### src/obj_dma_pkg.sv
// shared address map, phase strobes, copier state and dma bus types for the sprite dma block
package obj_dma_pkg;

    // words moved per frame
    localparam int obj_words = 64;

    // byte address map seen from the host
    localparam logic [11:0] wram_base = 12'h000; // work ram table
    localparam logic [11:0] ctrl_addr = 12'h100; // bit 0 dm10
    localparam logic [11:0] stat_addr = 12'h104; // busy, state, frame count
    localparam logic [11:0] oram_base = 12'h200; // object ram, read only

    // video phase strobes, all active low like the board
    typedef struct packed {
        logic vb_n;  // vertical blank
        logic ai_n;  // first phase, even pixels
        logic bi_n;  // second phase, odd pixels
        logic hbd_n; // horizontal blank delayed
    } phase_t;

    // copier sequencer states
    // encoding is visible in status bits 2..1
    typedef enum logic [1:0] {
        idle       = 2'd0,
        wait_grant = 2'd1,
        copy       = 2'd2,
        done       = 2'd3
    } copier_state_e;

    // copier side of the ram ports
    typedef struct packed {
        logic [5:0]  rd_addr; // work ram word
        logic [5:0]  wr_addr; // object ram word
        logic        wr_en;
        logic [31:0] wr_data;
    } dma_bus_t;

endpackage

### src/video_timing.sv
// free running pixel and line counters that decode blanking and the two phase strobes
`timescale 1ns/1ps

module video_timing #(
    parameter int H_TOTAL = 384, // pixels per line, even
    parameter int V_TOTAL = 264, // lines per frame
    parameter int H_BLANK = 128, // blanked pixels at end of line
    parameter int V_BLANK = 40   // blanked lines at end of frame
) (
    input  logic                clk,
    input  logic                reset,
    output obj_dma_pkg::phase_t phase
);

    localparam int HW = $clog2(H_TOTAL);
    localparam int VW = $clog2(V_TOTAL);

    logic [HW-1:0] hcnt;
    logic [VW-1:0] vcnt;
    logic          hblank;
    logic          vblank;
    logic [1:0]    hb_dly; // hblank delay line

    // pixel and line counters
    always_ff @(posedge clk) begin
        if (reset) begin
            hcnt <= '0;
            vcnt <= '0;
        end else if (hcnt == HW'(H_TOTAL - 1)) begin
            hcnt <= '0;
            if (vcnt == VW'(V_TOTAL - 1))
                vcnt <= '0; // wrap frame
            else
                vcnt <= vcnt + 1'b1;
        end else begin
            hcnt <= hcnt + 1'b1;
        end
    end

    assign hblank = hcnt >= HW'(H_TOTAL - H_BLANK);
    assign vblank = vcnt >= VW'(V_TOTAL - V_BLANK);

    // delayed hblank, two pixels late as on the board
    always_ff @(posedge clk) begin
        if (reset)
            hb_dly <= 2'b00;
        else
            hb_dly <= {hb_dly[0], hblank};
    end

    // registered strobes so the edge detectors see clean levels
    always_ff @(posedge clk) begin
        if (reset) begin
            phase <= '1; // everything inactive
        end else begin
            phase.vb_n  <= !vblank;
            phase.ai_n  <= hcnt[0];  // low on even pixels
            phase.bi_n  <= !hcnt[0]; // low on odd pixels
            phase.hbd_n <= !hb_dly[1];
        end
    end

endmodule

### src/bus_req_ctrl.sv
// bus request and pacing latches, edge detected on the video strobes, drive busrq_n and rohvck
`timescale 1ns/1ps

module bus_req_ctrl (
    input  logic                clk,
    input  logic                reset,
    input  obj_dma_pkg::phase_t phase,
    input  logic                dm10,
    input  logic                busak,
    output logic                busrq_n,
    output logic                rohvck,
    output logic                mr_n
);

    logic last_vb_n, last_ai_n, last_bi_n, last_dm10, last_h1;
    logic vb_fall, ai_fall, bi_rise, dm10_fall, h1_rise;
    logic h1;       // half rate phase
    logic grant_q;  // busak seen on bi
    logic pace;     // first pacing latch
    logic pace2;    // second pacing latch
    logic pace_din;
    logic pace_clr;

    // previous input levels for the edge detectors
    always_ff @(posedge clk) begin
        if (reset) begin
            last_vb_n <= 1'b1;
            last_ai_n <= 1'b1;
            last_bi_n <= 1'b1;
            last_dm10 <= 1'b0;
            last_h1   <= 1'b0;
        end else begin
            last_vb_n <= phase.vb_n;
            last_ai_n <= phase.ai_n;
            last_bi_n <= phase.bi_n;
            last_dm10 <= dm10;
            last_h1   <= h1;
        end
    end

    assign vb_fall   = !phase.vb_n && last_vb_n;
    assign ai_fall   = !phase.ai_n && last_ai_n;
    assign bi_rise   = phase.bi_n && !last_bi_n;
    assign dm10_fall = !dm10 && last_dm10; // copier finished or host cancelled
    assign h1_rise   = h1 && !last_h1;

    // request latch
    always_ff @(posedge clk) begin
        if (reset)
            busrq_n <= 1'b1;
        else if (dm10_fall)
            busrq_n <= 1'b1;
        else if (vb_fall && dm10)
            busrq_n <= 1'b0; // only when a table is waiting
    end

    // h1 and grant latches
    always_ff @(posedge clk) begin
        if (reset) begin
            h1      <= 1'b0;
            grant_q <= 1'b0;
        end else begin
            if (ai_fall)
                h1 <= !h1; // flips every ai strobe
            if (bi_rise)
                grant_q <= busak;
        end
    end

    // no pacing in hblank
    assign pace_din = grant_q && phase.hbd_n;
    assign pace_clr = busrq_n && !grant_q; // idle bus

    // cascaded pacing latches
    always_ff @(posedge clk) begin
        if (reset || pace_clr) begin
            pace  <= 1'b0;
            pace2 <= 1'b0;
        end else begin
            if (h1_rise)
                pace <= pace_din;
            if (ai_fall)
                pace2 <= pace && pace_din;
        end
    end

    assign rohvck = pace2 && h1 && !phase.bi_n; // one pulse per four clocks
    assign mr_n   = !(grant_q || pace);         // cpu ram cycles off while paced

endmodule

### src/obj_copier.sv
// sequencer that moves the sprite table from work ram to object ram on each pacing strobe
`timescale 1ns/1ps

module obj_copier #(
    parameter int OBJ_WORDS = 64 // at most 64, address is 6 bits
) (
    input  logic                       clk,
    input  logic                       reset,
    input  logic                       busak,
    input  logic                       rohvck,
    output obj_dma_pkg::dma_bus_t      dma,
    input  logic [31:0]                rd_data,
    output obj_dma_pkg::copier_state_e state,
    output logic                       copy_done
);

    localparam logic [5:0] LAST = 6'(OBJ_WORDS - 1);

    logic       last_busak;
    logic       last_rohvck;
    logic       grant_rise;
    logic       pace_rise;
    logic [5:0] rd_ptr;     // next word to read
    logic [5:0] wr_ptr;     // word in flight
    logic       rd_pend;    // read data arrives this cycle
    logic       issued_all; // final read already sent

    always_ff @(posedge clk) begin
        if (reset) begin
            last_busak  <= 1'b0;
            last_rohvck <= 1'b0;
        end else begin
            last_busak  <= busak;
            last_rohvck <= rohvck;
        end
    end

    assign grant_rise = busak && !last_busak;
    assign pace_rise  = rohvck && !last_rohvck;

    always_ff @(posedge clk) begin
        if (reset) begin
            state      <= obj_dma_pkg::idle;
            rd_ptr     <= '0;
            wr_ptr     <= '0;
            rd_pend    <= 1'b0;
            issued_all <= 1'b0;
        end else begin
            rd_pend <= 1'b0; // single cycle unless a read issues
            case (state)
                obj_dma_pkg::idle: begin
                    if (grant_rise) begin
                        state      <= obj_dma_pkg::wait_grant;
                        rd_ptr     <= '0;
                        issued_all <= 1'b0;
                    end
                end
                obj_dma_pkg::wait_grant: begin
                    // grant must still be there one cycle on
                    if (busak)
                        state <= obj_dma_pkg::copy;
                    else
                        state <= obj_dma_pkg::idle;
                end
                obj_dma_pkg::copy: begin
                    if (!busak) begin
                        state <= obj_dma_pkg::idle; // bus taken back, abandon
                    end else begin
                        if (pace_rise && !issued_all) begin
                            rd_pend <= 1'b1;
                            wr_ptr  <= rd_ptr;
                            rd_ptr  <= rd_ptr + 1'b1;
                            if (rd_ptr == LAST)
                                issued_all <= 1'b1;
                        end
                        if (rd_pend && wr_ptr == LAST)
                            state <= obj_dma_pkg::done; // last write goes out now
                    end
                end
                obj_dma_pkg::done: state <= obj_dma_pkg::idle;
                default:           state <= obj_dma_pkg::idle;
            endcase
        end
    end

    // ram side, write trails the read by one cycle
    assign dma.rd_addr = rd_ptr;
    assign dma.wr_addr = wr_ptr;
    assign dma.wr_en   = rd_pend && busak && (state == obj_dma_pkg::copy);
    assign dma.wr_data = rd_data;

    assign copy_done = state == obj_dma_pkg::done;

endmodule

### src/cpu_axil_port.sv
// axi4-lite slave holding work ram, object ram and the dma control and status registers
`timescale 1ns/1ps

module cpu_axil_port #(
    parameter int OBJ_WORDS = 64
) (
    input  logic                       clk,
    input  logic                       reset,
    input  logic [11:0]                awaddr,
    input  logic                       awvalid,
    output logic                       awready,
    input  logic [31:0]                wdata,
    input  logic                       wvalid,
    output logic                       wready,
    output logic [1:0]                 bresp,
    output logic                       bvalid,
    input  logic                       bready,
    input  logic [11:0]                araddr,
    input  logic                       arvalid,
    output logic                       arready,
    output logic [31:0]                rdata,
    output logic [1:0]                 rresp,
    output logic                       rvalid,
    input  logic                       rready,
    input  logic                       busrq_n,
    input  logic                       mr_n,
    input  obj_dma_pkg::dma_bus_t      dma,
    output logic [31:0]                rd_data,
    input  obj_dma_pkg::copier_state_e state,
    input  logic                       copy_done,
    output logic                       dm10,
    output logic                       busak
);

    logic [31:0] wram [OBJ_WORDS];
    logic [31:0] oram [OBJ_WORDS];
    logic [11:0] w_addr_q, r_addr_q;
    logic [31:0] w_data_q;
    logic        w_pend, r_pend; // accepted, ram cycle next edge
    logic        aw_fire, ar_fire;
    logic        ram_free;
    logic        ram_pend;
    logic [7:0]  frame_cnt;
    logic        busy;

    function automatic logic in_range(input logic [11:0] a, input logic [11:0] base);
        return (a >= base) && (a < base + 12'(OBJ_WORDS * 4));
    endfunction

    function automatic logic is_ram(input logic [11:0] a);
        return in_range(a, obj_dma_pkg::wram_base) || in_range(a, obj_dma_pkg::oram_base);
    endfunction

    function automatic logic [5:0] word_idx(input logic [11:0] a, input logic [11:0] base);
        logic [11:0] off;
        off = a - base;
        return off[7:2];
    endfunction

    // ram held off while the copier owns it
    assign ram_free = !busak && mr_n;
    assign aw_fire  = awvalid && wvalid && !w_pend && !bvalid && (ram_free || !is_ram(awaddr));
    assign ar_fire  = arvalid && !r_pend && !rvalid && (ram_free || !is_ram(araddr));
    assign awready  = aw_fire;
    assign wready   = aw_fire; // address and data taken together
    assign arready  = ar_fire;
    assign bresp    = 2'b00;   // always okay
    assign rresp    = 2'b00;

    assign ram_pend = (aw_fire && is_ram(awaddr)) || (w_pend && is_ram(w_addr_q))
                    || (ar_fire && is_ram(araddr)) || (r_pend && is_ram(r_addr_q));

    always_ff @(posedge clk) begin
        if (aw_fire) begin
            w_addr_q <= awaddr;
            w_data_q <= wdata;
        end
        if (ar_fire)
            r_addr_q <= araddr;
    end

    // handshake flags
    always_ff @(posedge clk) begin
        if (reset) begin
            w_pend <= 1'b0;
            r_pend <= 1'b0;
            bvalid <= 1'b0;
            rvalid <= 1'b0;
        end else begin
            w_pend <= aw_fire;
            r_pend <= ar_fire;
            if (w_pend)
                bvalid <= 1'b1;
            else if (bready)
                bvalid <= 1'b0;
            if (r_pend)
                rvalid <= 1'b1;
            else if (rready)
                rvalid <= 1'b0;
        end
    end

    // ram ports, copier or host
    always_ff @(posedge clk) begin
        if (busak) begin
            rd_data <= wram[dma.rd_addr];
            if (dma.wr_en)
                oram[dma.wr_addr] <= dma.wr_data;
        end else if (w_pend && in_range(w_addr_q, obj_dma_pkg::wram_base)) begin
            wram[word_idx(w_addr_q, obj_dma_pkg::wram_base)] <= w_data_q;
        end
    end

    assign busy = dm10 || (state != obj_dma_pkg::idle);

    // read mux
    always_ff @(posedge clk) begin
        if (r_pend) begin
            if (in_range(r_addr_q, obj_dma_pkg::wram_base))
                rdata <= wram[word_idx(r_addr_q, obj_dma_pkg::wram_base)];
            else if (in_range(r_addr_q, obj_dma_pkg::oram_base))
                rdata <= oram[word_idx(r_addr_q, obj_dma_pkg::oram_base)];
            else if (r_addr_q == obj_dma_pkg::ctrl_addr)
                rdata <= {31'd0, dm10};
            else if (r_addr_q == obj_dma_pkg::stat_addr)
                rdata <= {16'd0, frame_cnt, 5'd0, state, busy};
            else
                rdata <= '0; // unmapped
        end
    end

    // control, frame count, grant
    always_ff @(posedge clk) begin
        if (reset) begin
            dm10      <= 1'b0;
            frame_cnt <= '0;
            busak     <= 1'b0;
        end else begin
            if (w_pend && w_addr_q == obj_dma_pkg::ctrl_addr)
                dm10 <= w_data_q[0]; // host write wins
            else if (copy_done)
                dm10 <= 1'b0;
            if (copy_done)
                frame_cnt <= frame_cnt + 8'd1;
            if (busrq_n)
                busak <= 1'b0;
            else if (!ram_pend)
                busak <= 1'b1; // grant once host ram traffic drains
        end
    end

endmodule

### src/obj_dma_top.sv
// top level of the sprite dma block, wires the video timing, bus control, copier and host port
`timescale 1ns/1ps

module obj_dma_top #(
    parameter int OBJ_WORDS = obj_dma_pkg::obj_words,
    parameter int H_TOTAL   = 384,
    parameter int V_TOTAL   = 264,
    parameter int H_BLANK   = 128,
    parameter int V_BLANK   = 40
) (
    input  logic        clk,
    input  logic        reset,
    input  logic [11:0] awaddr,
    input  logic        awvalid,
    output logic        awready,
    input  logic [31:0] wdata,
    input  logic        wvalid,
    output logic        wready,
    output logic [1:0]  bresp,
    output logic        bvalid,
    input  logic        bready,
    input  logic [11:0] araddr,
    input  logic        arvalid,
    output logic        arready,
    output logic [31:0] rdata,
    output logic [1:0]  rresp,
    output logic        rvalid,
    input  logic        rready
);

    obj_dma_pkg::phase_t        phase;
    obj_dma_pkg::dma_bus_t      dma;
    obj_dma_pkg::copier_state_e state;
    logic                       dm10;
    logic                       busak;
    logic                       busrq_n;
    logic                       rohvck;
    logic                       mr_n;
    logic                       copy_done;
    logic [31:0]                rd_data;

    video_timing #(
        .H_TOTAL (H_TOTAL),
        .V_TOTAL (V_TOTAL),
        .H_BLANK (H_BLANK),
        .V_BLANK (V_BLANK)
    ) u_video (
        .clk   (clk),
        .reset (reset),
        .phase (phase)
    );

    bus_req_ctrl u_busreq (
        .clk     (clk),
        .reset   (reset),
        .phase   (phase),
        .dm10    (dm10),
        .busak   (busak),
        .busrq_n (busrq_n),
        .rohvck  (rohvck),
        .mr_n    (mr_n)
    );

    obj_copier #(
        .OBJ_WORDS (OBJ_WORDS)
    ) u_copier (
        .clk       (clk),
        .reset     (reset),
        .busak     (busak),
        .rohvck    (rohvck),
        .dma       (dma),
        .rd_data   (rd_data),
        .state     (state),
        .copy_done (copy_done)
    );

    cpu_axil_port #(
        .OBJ_WORDS (OBJ_WORDS)
    ) u_port (
        .clk       (clk),
        .reset     (reset),
        .awaddr    (awaddr),
        .awvalid   (awvalid),
        .awready   (awready),
        .wdata     (wdata),
        .wvalid    (wvalid),
        .wready    (wready),
        .bresp     (bresp),
        .bvalid    (bvalid),
        .bready    (bready),
        .araddr    (araddr),
        .arvalid   (arvalid),
        .arready   (arready),
        .rdata     (rdata),
        .rresp     (rresp),
        .rvalid    (rvalid),
        .rready    (rready),
        .busrq_n   (busrq_n),
        .mr_n      (mr_n),
        .dma       (dma),
        .rd_data   (rd_data),
        .state     (state),
        .copy_done (copy_done),
        .dm10      (dm10),
        .busak     (busak)
    );

endmodule

### config.mk
export PLATFORM = sky130hd
export DESIGN_NAME = obj_dma_top
export DESIGN_NICKNAME = d
export VERILOG_FILES = /design/src/obj_dma_pkg.sv /design/src/video_timing.sv /design/src/bus_req_ctrl.sv /design/src/obj_copier.sv /design/src/cpu_axil_port.sv /design/src/obj_dma_top.sv
export SDC_FILE = /design/constraint.sdc
export NUM_CORES = 2
export LEC_CHECK = 0
export BUFFER_PORTS_ARGS = -buffer_cell sky130_fd_sc_hd__buf_2
export CAP_MARGIN = 20
export CELL_PAD_IN_SITES_DETAIL_PLACEMENT = 0
export CELL_PAD_IN_SITES_GLOBAL_PLACEMENT = 1
export CORE_UTILIZATION = 33
export CTS_BUF_LIST = sky130_fd_sc_hd__clkbuf_2 sky130_fd_sc_hd__clkbuf_4 sky130_fd_sc_hd__clkbuf_8
export DETAILED_ROUTE_END_ITERATION = 7
export HOLD_SLACK_MARGIN = 0.12
export PLACE_DENSITY_LB_ADDON = 0.1
export SLEW_MARGIN = 20
export SYNTH_ARGS = -nofsm -noshare
export SYNTH_HDL_FRONTEND = slang
export SYNTH_SLANG_ARGS = --single-unit
export TNS_END_PERCENT = 10
### constraint.sdc
create_clock -name clk -period 9.3 [get_ports clk]
set_clock_uncertainty 0.05 [all_clocks]
set_input_delay 0.93 -clock clk [delete_from_list [all_inputs] [get_ports clk]]
set_output_delay 0.93 -clock clk [all_outputs]
set_load 0.02 [all_outputs]
; After elaboration in Yosys (flattened, before gate mapping)
; Memory sizes are Yosys's and may differ from the RTL's. A register that Yosys moved wholly into a read port is not among the register bits.
; Cells that the tools add are included.
[word_totals]
ff_bits = 154
latchBits = 0
mem_bits_rw = 4096
rom_bits = 0
in_bits = 63
memories = 2
[classes]
add_sub_neg = 5
multipliers = 0
n_div = 0
n_lt_le_gt_ge = 18
n_eq_ne = 15
shifts = 0
mux = 33
n_bitwise = 2
reduce_logical = 87
[mem_list]
columns = memory, words, width, read_ports, rd_ports_with_merged_regs, wr, line
row1 = u_port.oram, 64, 32, 1, 0, 1, cpu_axil_port.sv:36  ; logic [31:0] oram [OBJ_WORDS];
row2 = u_port.wram, 64, 32, 2, 2, 1, cpu_axil_port.sv:35  ; logic [31:0] wram [OBJ_WORDS];
[ops]
columns = operator, count
row1 = two-way mux 32 bit, 3
row2 = ">= comparator 12 x 1 -> 1 bit, second input constant", 4
row3 = ">= comparator 12 x 10 -> 1 bit, second input constant", 4
row4 = "< comparator 12 x 10 -> 1 bit, second input constant", 4
row5 = "< comparator 12 x 9 -> 1 bit, second input constant", 4
row6 = logical AND 1 bit, 39
row7 = "== test 12 x 9 -> 1 bit, second input constant", 3
row8 = two-way mux 6 bit, 4
row9 = zero test 1 bit, 22
row10 = "adder 9 x 1 -> 9 bit, second input constant", 2
row11 = "== test 9 bit, second input constant", 2
row12 = two-way mux 1 bit, 17
row13 = two-way mux 16 bit, 1
row14 = "== test 6 bit, second input constant", 2
row15 = logical OR 1 bit, 12
row16 = one-hot mux 6 bit (2 select lines), 1
row17 = nonzero test 2 bit, 5
row18 = ">= comparator 9 x 8 -> 1 bit, second input constant", 1
row19 = ">= comparator 9 bit, second input constant", 1
row20 = two-way mux 9 bit, 1
row21 = "adder 8 x 1 -> 8 bit, second input constant", 1
row22 = two-way mux 2 bit, 4
row23 = "inequality test 2 x 1 -> 1 bit, second input constant", 4
row24 = one-hot mux 2 bit (4 select lines), 1
row25 = other kinds (14), 18

; Depth between registers and ports, before layout
[logic_depth]
word_depth = 10
ltp_mapped = 12
mapped_depth_nobuf = 7

; Cells and area by module
; A second synthesis with hierarchy kept.
[unflattened]
cells_unflattened = 7974
hier_area_um2 = 179166.8
[by_module_without_submodules]
columns = mod, n_inst, cells_each, area_per_inst_um2, seq_area_each_um2
row1 = cpu_axil_port, 1, 7703, 176690.7, 127001.8
row2 = video_timing, 1, 116, 1084.8, 480.5
row3 = obj_copier, 1, 118, 1024.7, 360.3
row4 = bus_req_ctrl, 1, 37, 366.6, 200.2

; Worst setup path after synthesis
; No wires, ideal clock.
[synth_timing]
path_kind = register -> output
from = register u_port.busak
to = output port wready
arrival_time_ps = 6682
required_ps = 8320
slack_ps = 1638
stages_incl_launch_ff = 5
n_path_buf = 1
path_cell_list = dfxtp_1 -> nor3_1 -> nor2b_1 -> nor4_1 -> buf_4
[synth_between]
elab_chain_cells = 4
[synth_rtl]
columns = element, line
row1 = "start, declared", cpu_axil_port.sv:32  ; output logic busak
row2 = "start signal, assigned", cpu_axil_port.sv:137  ; busak <= 1'b0;
row3 = "start signal, assigned", cpu_axil_port.sv:146  ; busak <= 1'b0;
row4 = "start signal, assigned", cpu_axil_port.sv:148  ; busak <= 1'b1;
row5 = zero test 1 bit, --
row6 = logical AND 1 bit, cpu_axil_port.sv:61  ; assign ram_free = !busak && mr_n;
row7 = logical OR 1 bit, cpu_axil_port.sv:62  ; assign aw_fire = awvalid && wvalid && !w_pend && !bvalid && (ram_free || !is_ram(awaddr));
row8 = logical AND 1 bit, cpu_axil_port.sv:62
row9 = "end, declared", obj_dma_top.sv:18  ; output logic wready,
; No other way between the ends.

; Worst setup path in the final report
[layout_timing]
from = register u_port.w_addr_q[11]
to = memory u_port.wram[15][25] (enable)
[layout_between]
elab_chain_cells = 6
elab_cells_between_ends = 7
cone_classes = order compare: 2 / mux: 3 / reduce/logical: 2
[layout_rtl]
columns = element, line
row1 = "start, declared", cpu_axil_port.sv:37  ; logic [11:0] w_addr_q, r_addr_q;
row2 = "start signal, assigned", cpu_axil_port.sv:75  ; w_addr_q <= awaddr;
row3 = >= comparator 12 x 1 -> 1 bit / < comparator 12 x 9 -> 1 bit (equally long branches), cpu_axil_port.sv:47  ; return (a >= base) && (a < base + 12'(OBJ_WORDS * 4));
row4 = logical AND 1 bit (*), cpu_axil_port.sv:47
row5 = logical AND 1 bit (*), cpu_axil_port.sv:109  ; end else if (w_pend && in_range(w_addr_q, obj_dma_pkg::wram_base)) begin
row6 = two-way mux 1 bit (*), cpu_axil_port.sv:109
row7 = two-way mux 1 bit (*), cpu_axil_port.sv:105  ; if (busak) begin
row8 = two-way mux 1 bit (not written as such) (*), cpu_axil_port.sv:110  ; wram[word_idx(w_addr_q, obj_dma_pkg::wram_base)] <= w_data_q;
row9 = "end, declared", cpu_axil_port.sv:35
; Every way passes the cells marked *; elsewhere a longest branch is shown, timed or not.

==> results.md <==
- Max Freq: 0.199 GHz
- CTS Buf Count: 753
- Slew @ Worst Pin: 1.23 ns
- Die Width: 738 µm
- Pwr per Cell Area: 200 nW/µm²
- Total die area: 545000 µm²
- Initial antenna violation count: 31
- Reg area: 128000 µm²
- MaxCap Viol Count: 0
- Fill cells: 48648
- Cell with the most instances after synthesis: edfxtp_1
- Mapped Cells: 7987
- #FFs+latches synth: 4288
- DR top layer: met5
- Mapped cell area: 179000 µm²
- Final Hold Vio Count: 0
- PortBufs: 99
- Post-route DRC: 0
- Startpoint class of the critical path: flop
- Starting density of the core: 33.2%
- GRT overflow: 0
- Setup TNS: 0 ns
- DR vias/cell: 5.66
- Seq/Total Area, Yosys: 71.6%
- GPL Wtd Cong: 0.788
- Nets: 8804
- Hold EP: u_port.w_data_q[15]
- Dpl hpwl: 364000 µm
- Critical-path top delay cell: nor2_4
- H-Tree Depth: 6
- I/O pin total: 104
- Status: completed
- RSZ-0062 raised after global routing: false
- Top FF cell, synth: edfxtp_1
- Most frequent CP cell: buf_4
- Area grow syn2layout: 14.5%
- Synth cell types: 67
- Slew Limit Fails: 0
- Hold Path Class: in2reg
- Slew headroom: 17.0%
- Asr flop ratio synth: 0%
- Setup Viol. Count Final: 0
- GRT Util Overall: 22.8%
- TritonCTS clock tree: yes
- Synth area leader: edfxtp_1
- TritonCTS Sinks: 4288
- Final WL: 629000 µm
- Worst-case reg-to-reg path depth: 8
- Met3 WL: 32100 µm
- Root Buffer: clkbuf_8
- Total power: 0.0410 W
- Final Cycle Share: 54.1%
- DR WL met2: 302000 µm
- Maximum VDD drop: 147 µV
- Multi-input gate area: 49200 µm²
- Iteration count of the initial detailed-routing pass: 6
- Lkg Pwr: 62.2 nW
- DR iter-0 viols: 10077
- Post-synth EDFFs: 4216
- First-pass GRT wire length: 851000 µm
- Critical-path maximum fanout: 22
- WL/cell: 38.1 µm
- Vias in the first global route: 98193
- Critical path class: reg2reg
- Core ar.: 538000 µm²
- Post-route ant nets: 0
- Die Ht: 738 µm
- Largest net degree at the start of global routing: 115
- Postcts setup bufs: 0
- Yosys top cell area share: 70.8%
- Worst setup EP type: flop
- CP peak stage delay: 0.97 ns
- Hold-critical path depth: 2
- Reg clk slew, reported paths: 0.06 ns
- R2R Path End: u_port.wram[15][25]
- Share of cells above drive strength 1: 38.0%
- Yosys warning count: 0
- FF-to-FF setup slack: 4.27 ns
- Worst Path Arrival: 5.87 ns
- HP Start: wdata[15]
- Tmin final: 5.03 ns
- Synth cell count leaders: edfxtp_1, mux4_2, mux2i_1
- Synth area leaders: edfxtp_1, mux4_2, mux2i_1, dfxtp_1, nor2_1
- Clock latency on the worst-skew pair: 1.29 ns
- Routed vias: 93338
- Rows: 269
- CP required: 10.14 ns
- Avg Inst Size Synth: 22.4 µm²
- FF-to-FF Start: u_port.w_addr_q[11]
- Max clock buf depth: 4
- Crit-path cells: nor2_1 -> nand2_1 -> nor4_1 -> buf_4 -> and2_1 -> nand3_1 -> nor2_4 -> buf_4
- M1 wire length: 275000 µm
routing by layer:
layer  vias up  global-route usage (%)
met3       900                    2.99
met2      3394                    37.2
met1     52602                    32.0
met4        14                    6.67
met5         -                       0
li1      36428                       -
final cells by class:
| cell class | count | area share, % |
|---|---|---|
| flip-flops and latches | 4288 | 62.6 |
| multi-input cells | 3149 | 24.0 |
| inverters | 31 | 0.0666 |
| repair buffers | 512 | 2.00 |
| clock buffers | 1036 | 6.16 |
| clock inverters | 290 | 0.763 |
| well taps | 7181 | 4.39 |
| diodes | 14 | 0.0171 |
where the power goes:
group | internal (W) | total (W) | switching [W] | leakage (nW)
sequential | 0.0211 | 0.0211 | 0.0000782 | 38.5
combinational | 0.00126 | 0.00302 | 0.00176 | 16.2
clock | 0.00886 | 0.0169 | 0.00802 | 7.50
total | 0.0312 | 0.0410 | 0.00986 | 62.2
registers in the layout (all words and copies together) (netlist names), 2 cells and up, named ones only:
signal,count
u_copier.rd_ptr,6
u_copier.state,2
u_copier.wr_ptr,6
u_port.frame_cnt,8
u_port.oram,2048
u_port.r_addr_q,12
u_port.rd_data,32
u_port.rdata,32
u_port.w_addr_q,12
u_port.w_data_q,32
u_port.wram,2048
u_video.hb_dly,2
u_video.hcnt,9
u_video.phase,4
u_video.vcnt,9
timing repair:
| action | in CTS | in global routing |
|---|---|---|
| hold buffers | 62 | 0 |
| gates resized for setup | 0 | 0 |
| hold endpoints to repair | 96 | 0 |
cells by family after synthesis:
family,after synthesis,share of synthesized area (%)
XOR/XNOR,26,0.127
AND/OR/NAND/NOR,646,1.66
multiplexers,2025,23.4
other,1,0.00210
adder cells (fa/ha/maj),6,0.0420
AO/OA/AOI/OAI,442,1.65
flip-flops,4288,71.6
buffers and inverters,553,1.45
worst max-delay path, delay by kind of cell (launching register included):
family	cells	cell delay, ns
buf+inv	2	1.05
flops	1	0.36
simple gates	6	3.02
how the worst max path moves through the flow:
stage	from	end	cells after the start
floorplan	u_port.busak	wready	4
global placement	flop	u_port.rdata[18]	8
detailed placement	flop	u_port.rdata[18]	8
CTS	u_port.w_addr_q[11]	u_port.wram[13][25]	8
global route	flop	u_port.rdata[18]	8
finish	u_port.w_addr_q[11]	u_port.wram[15][25]	8
cell usage in the layout (no fill, tap or decap), types with 58 or more instances in the layout:
cell type      count
a21oi_1           65
buf_2            100
buf_4            322
clkbuf_4         264
clkbuf_8         772
clkinv_1         179
clkinv_2          64
dfxtp_1           58
dlygate4sd3_1     62
edfxtp_1        4216
mux2i_1          267
mux4_2          1727
nand2_1          188
nor2_1            92
nor2_4           129
o21ai_0           65
o22ai_1          106
metrics by stage:
stage	cell area [µm²]	cells	setup WS, ns	hold slack, ns	util [%]
after detailed placement	190000	15099	4.43	0.314	35.3
after global routing	205000	16489	4.32	0.278	38.0
after CTS	205000	16487	4.43	0.161	38.0
final	205000	16501	4.27	0.313	38.0
after global placement	190000	15097	3.98	0.318	35.3
after floorplan	179000	7990	1.64	0.306	-
(Power assumes the default switching activity.)
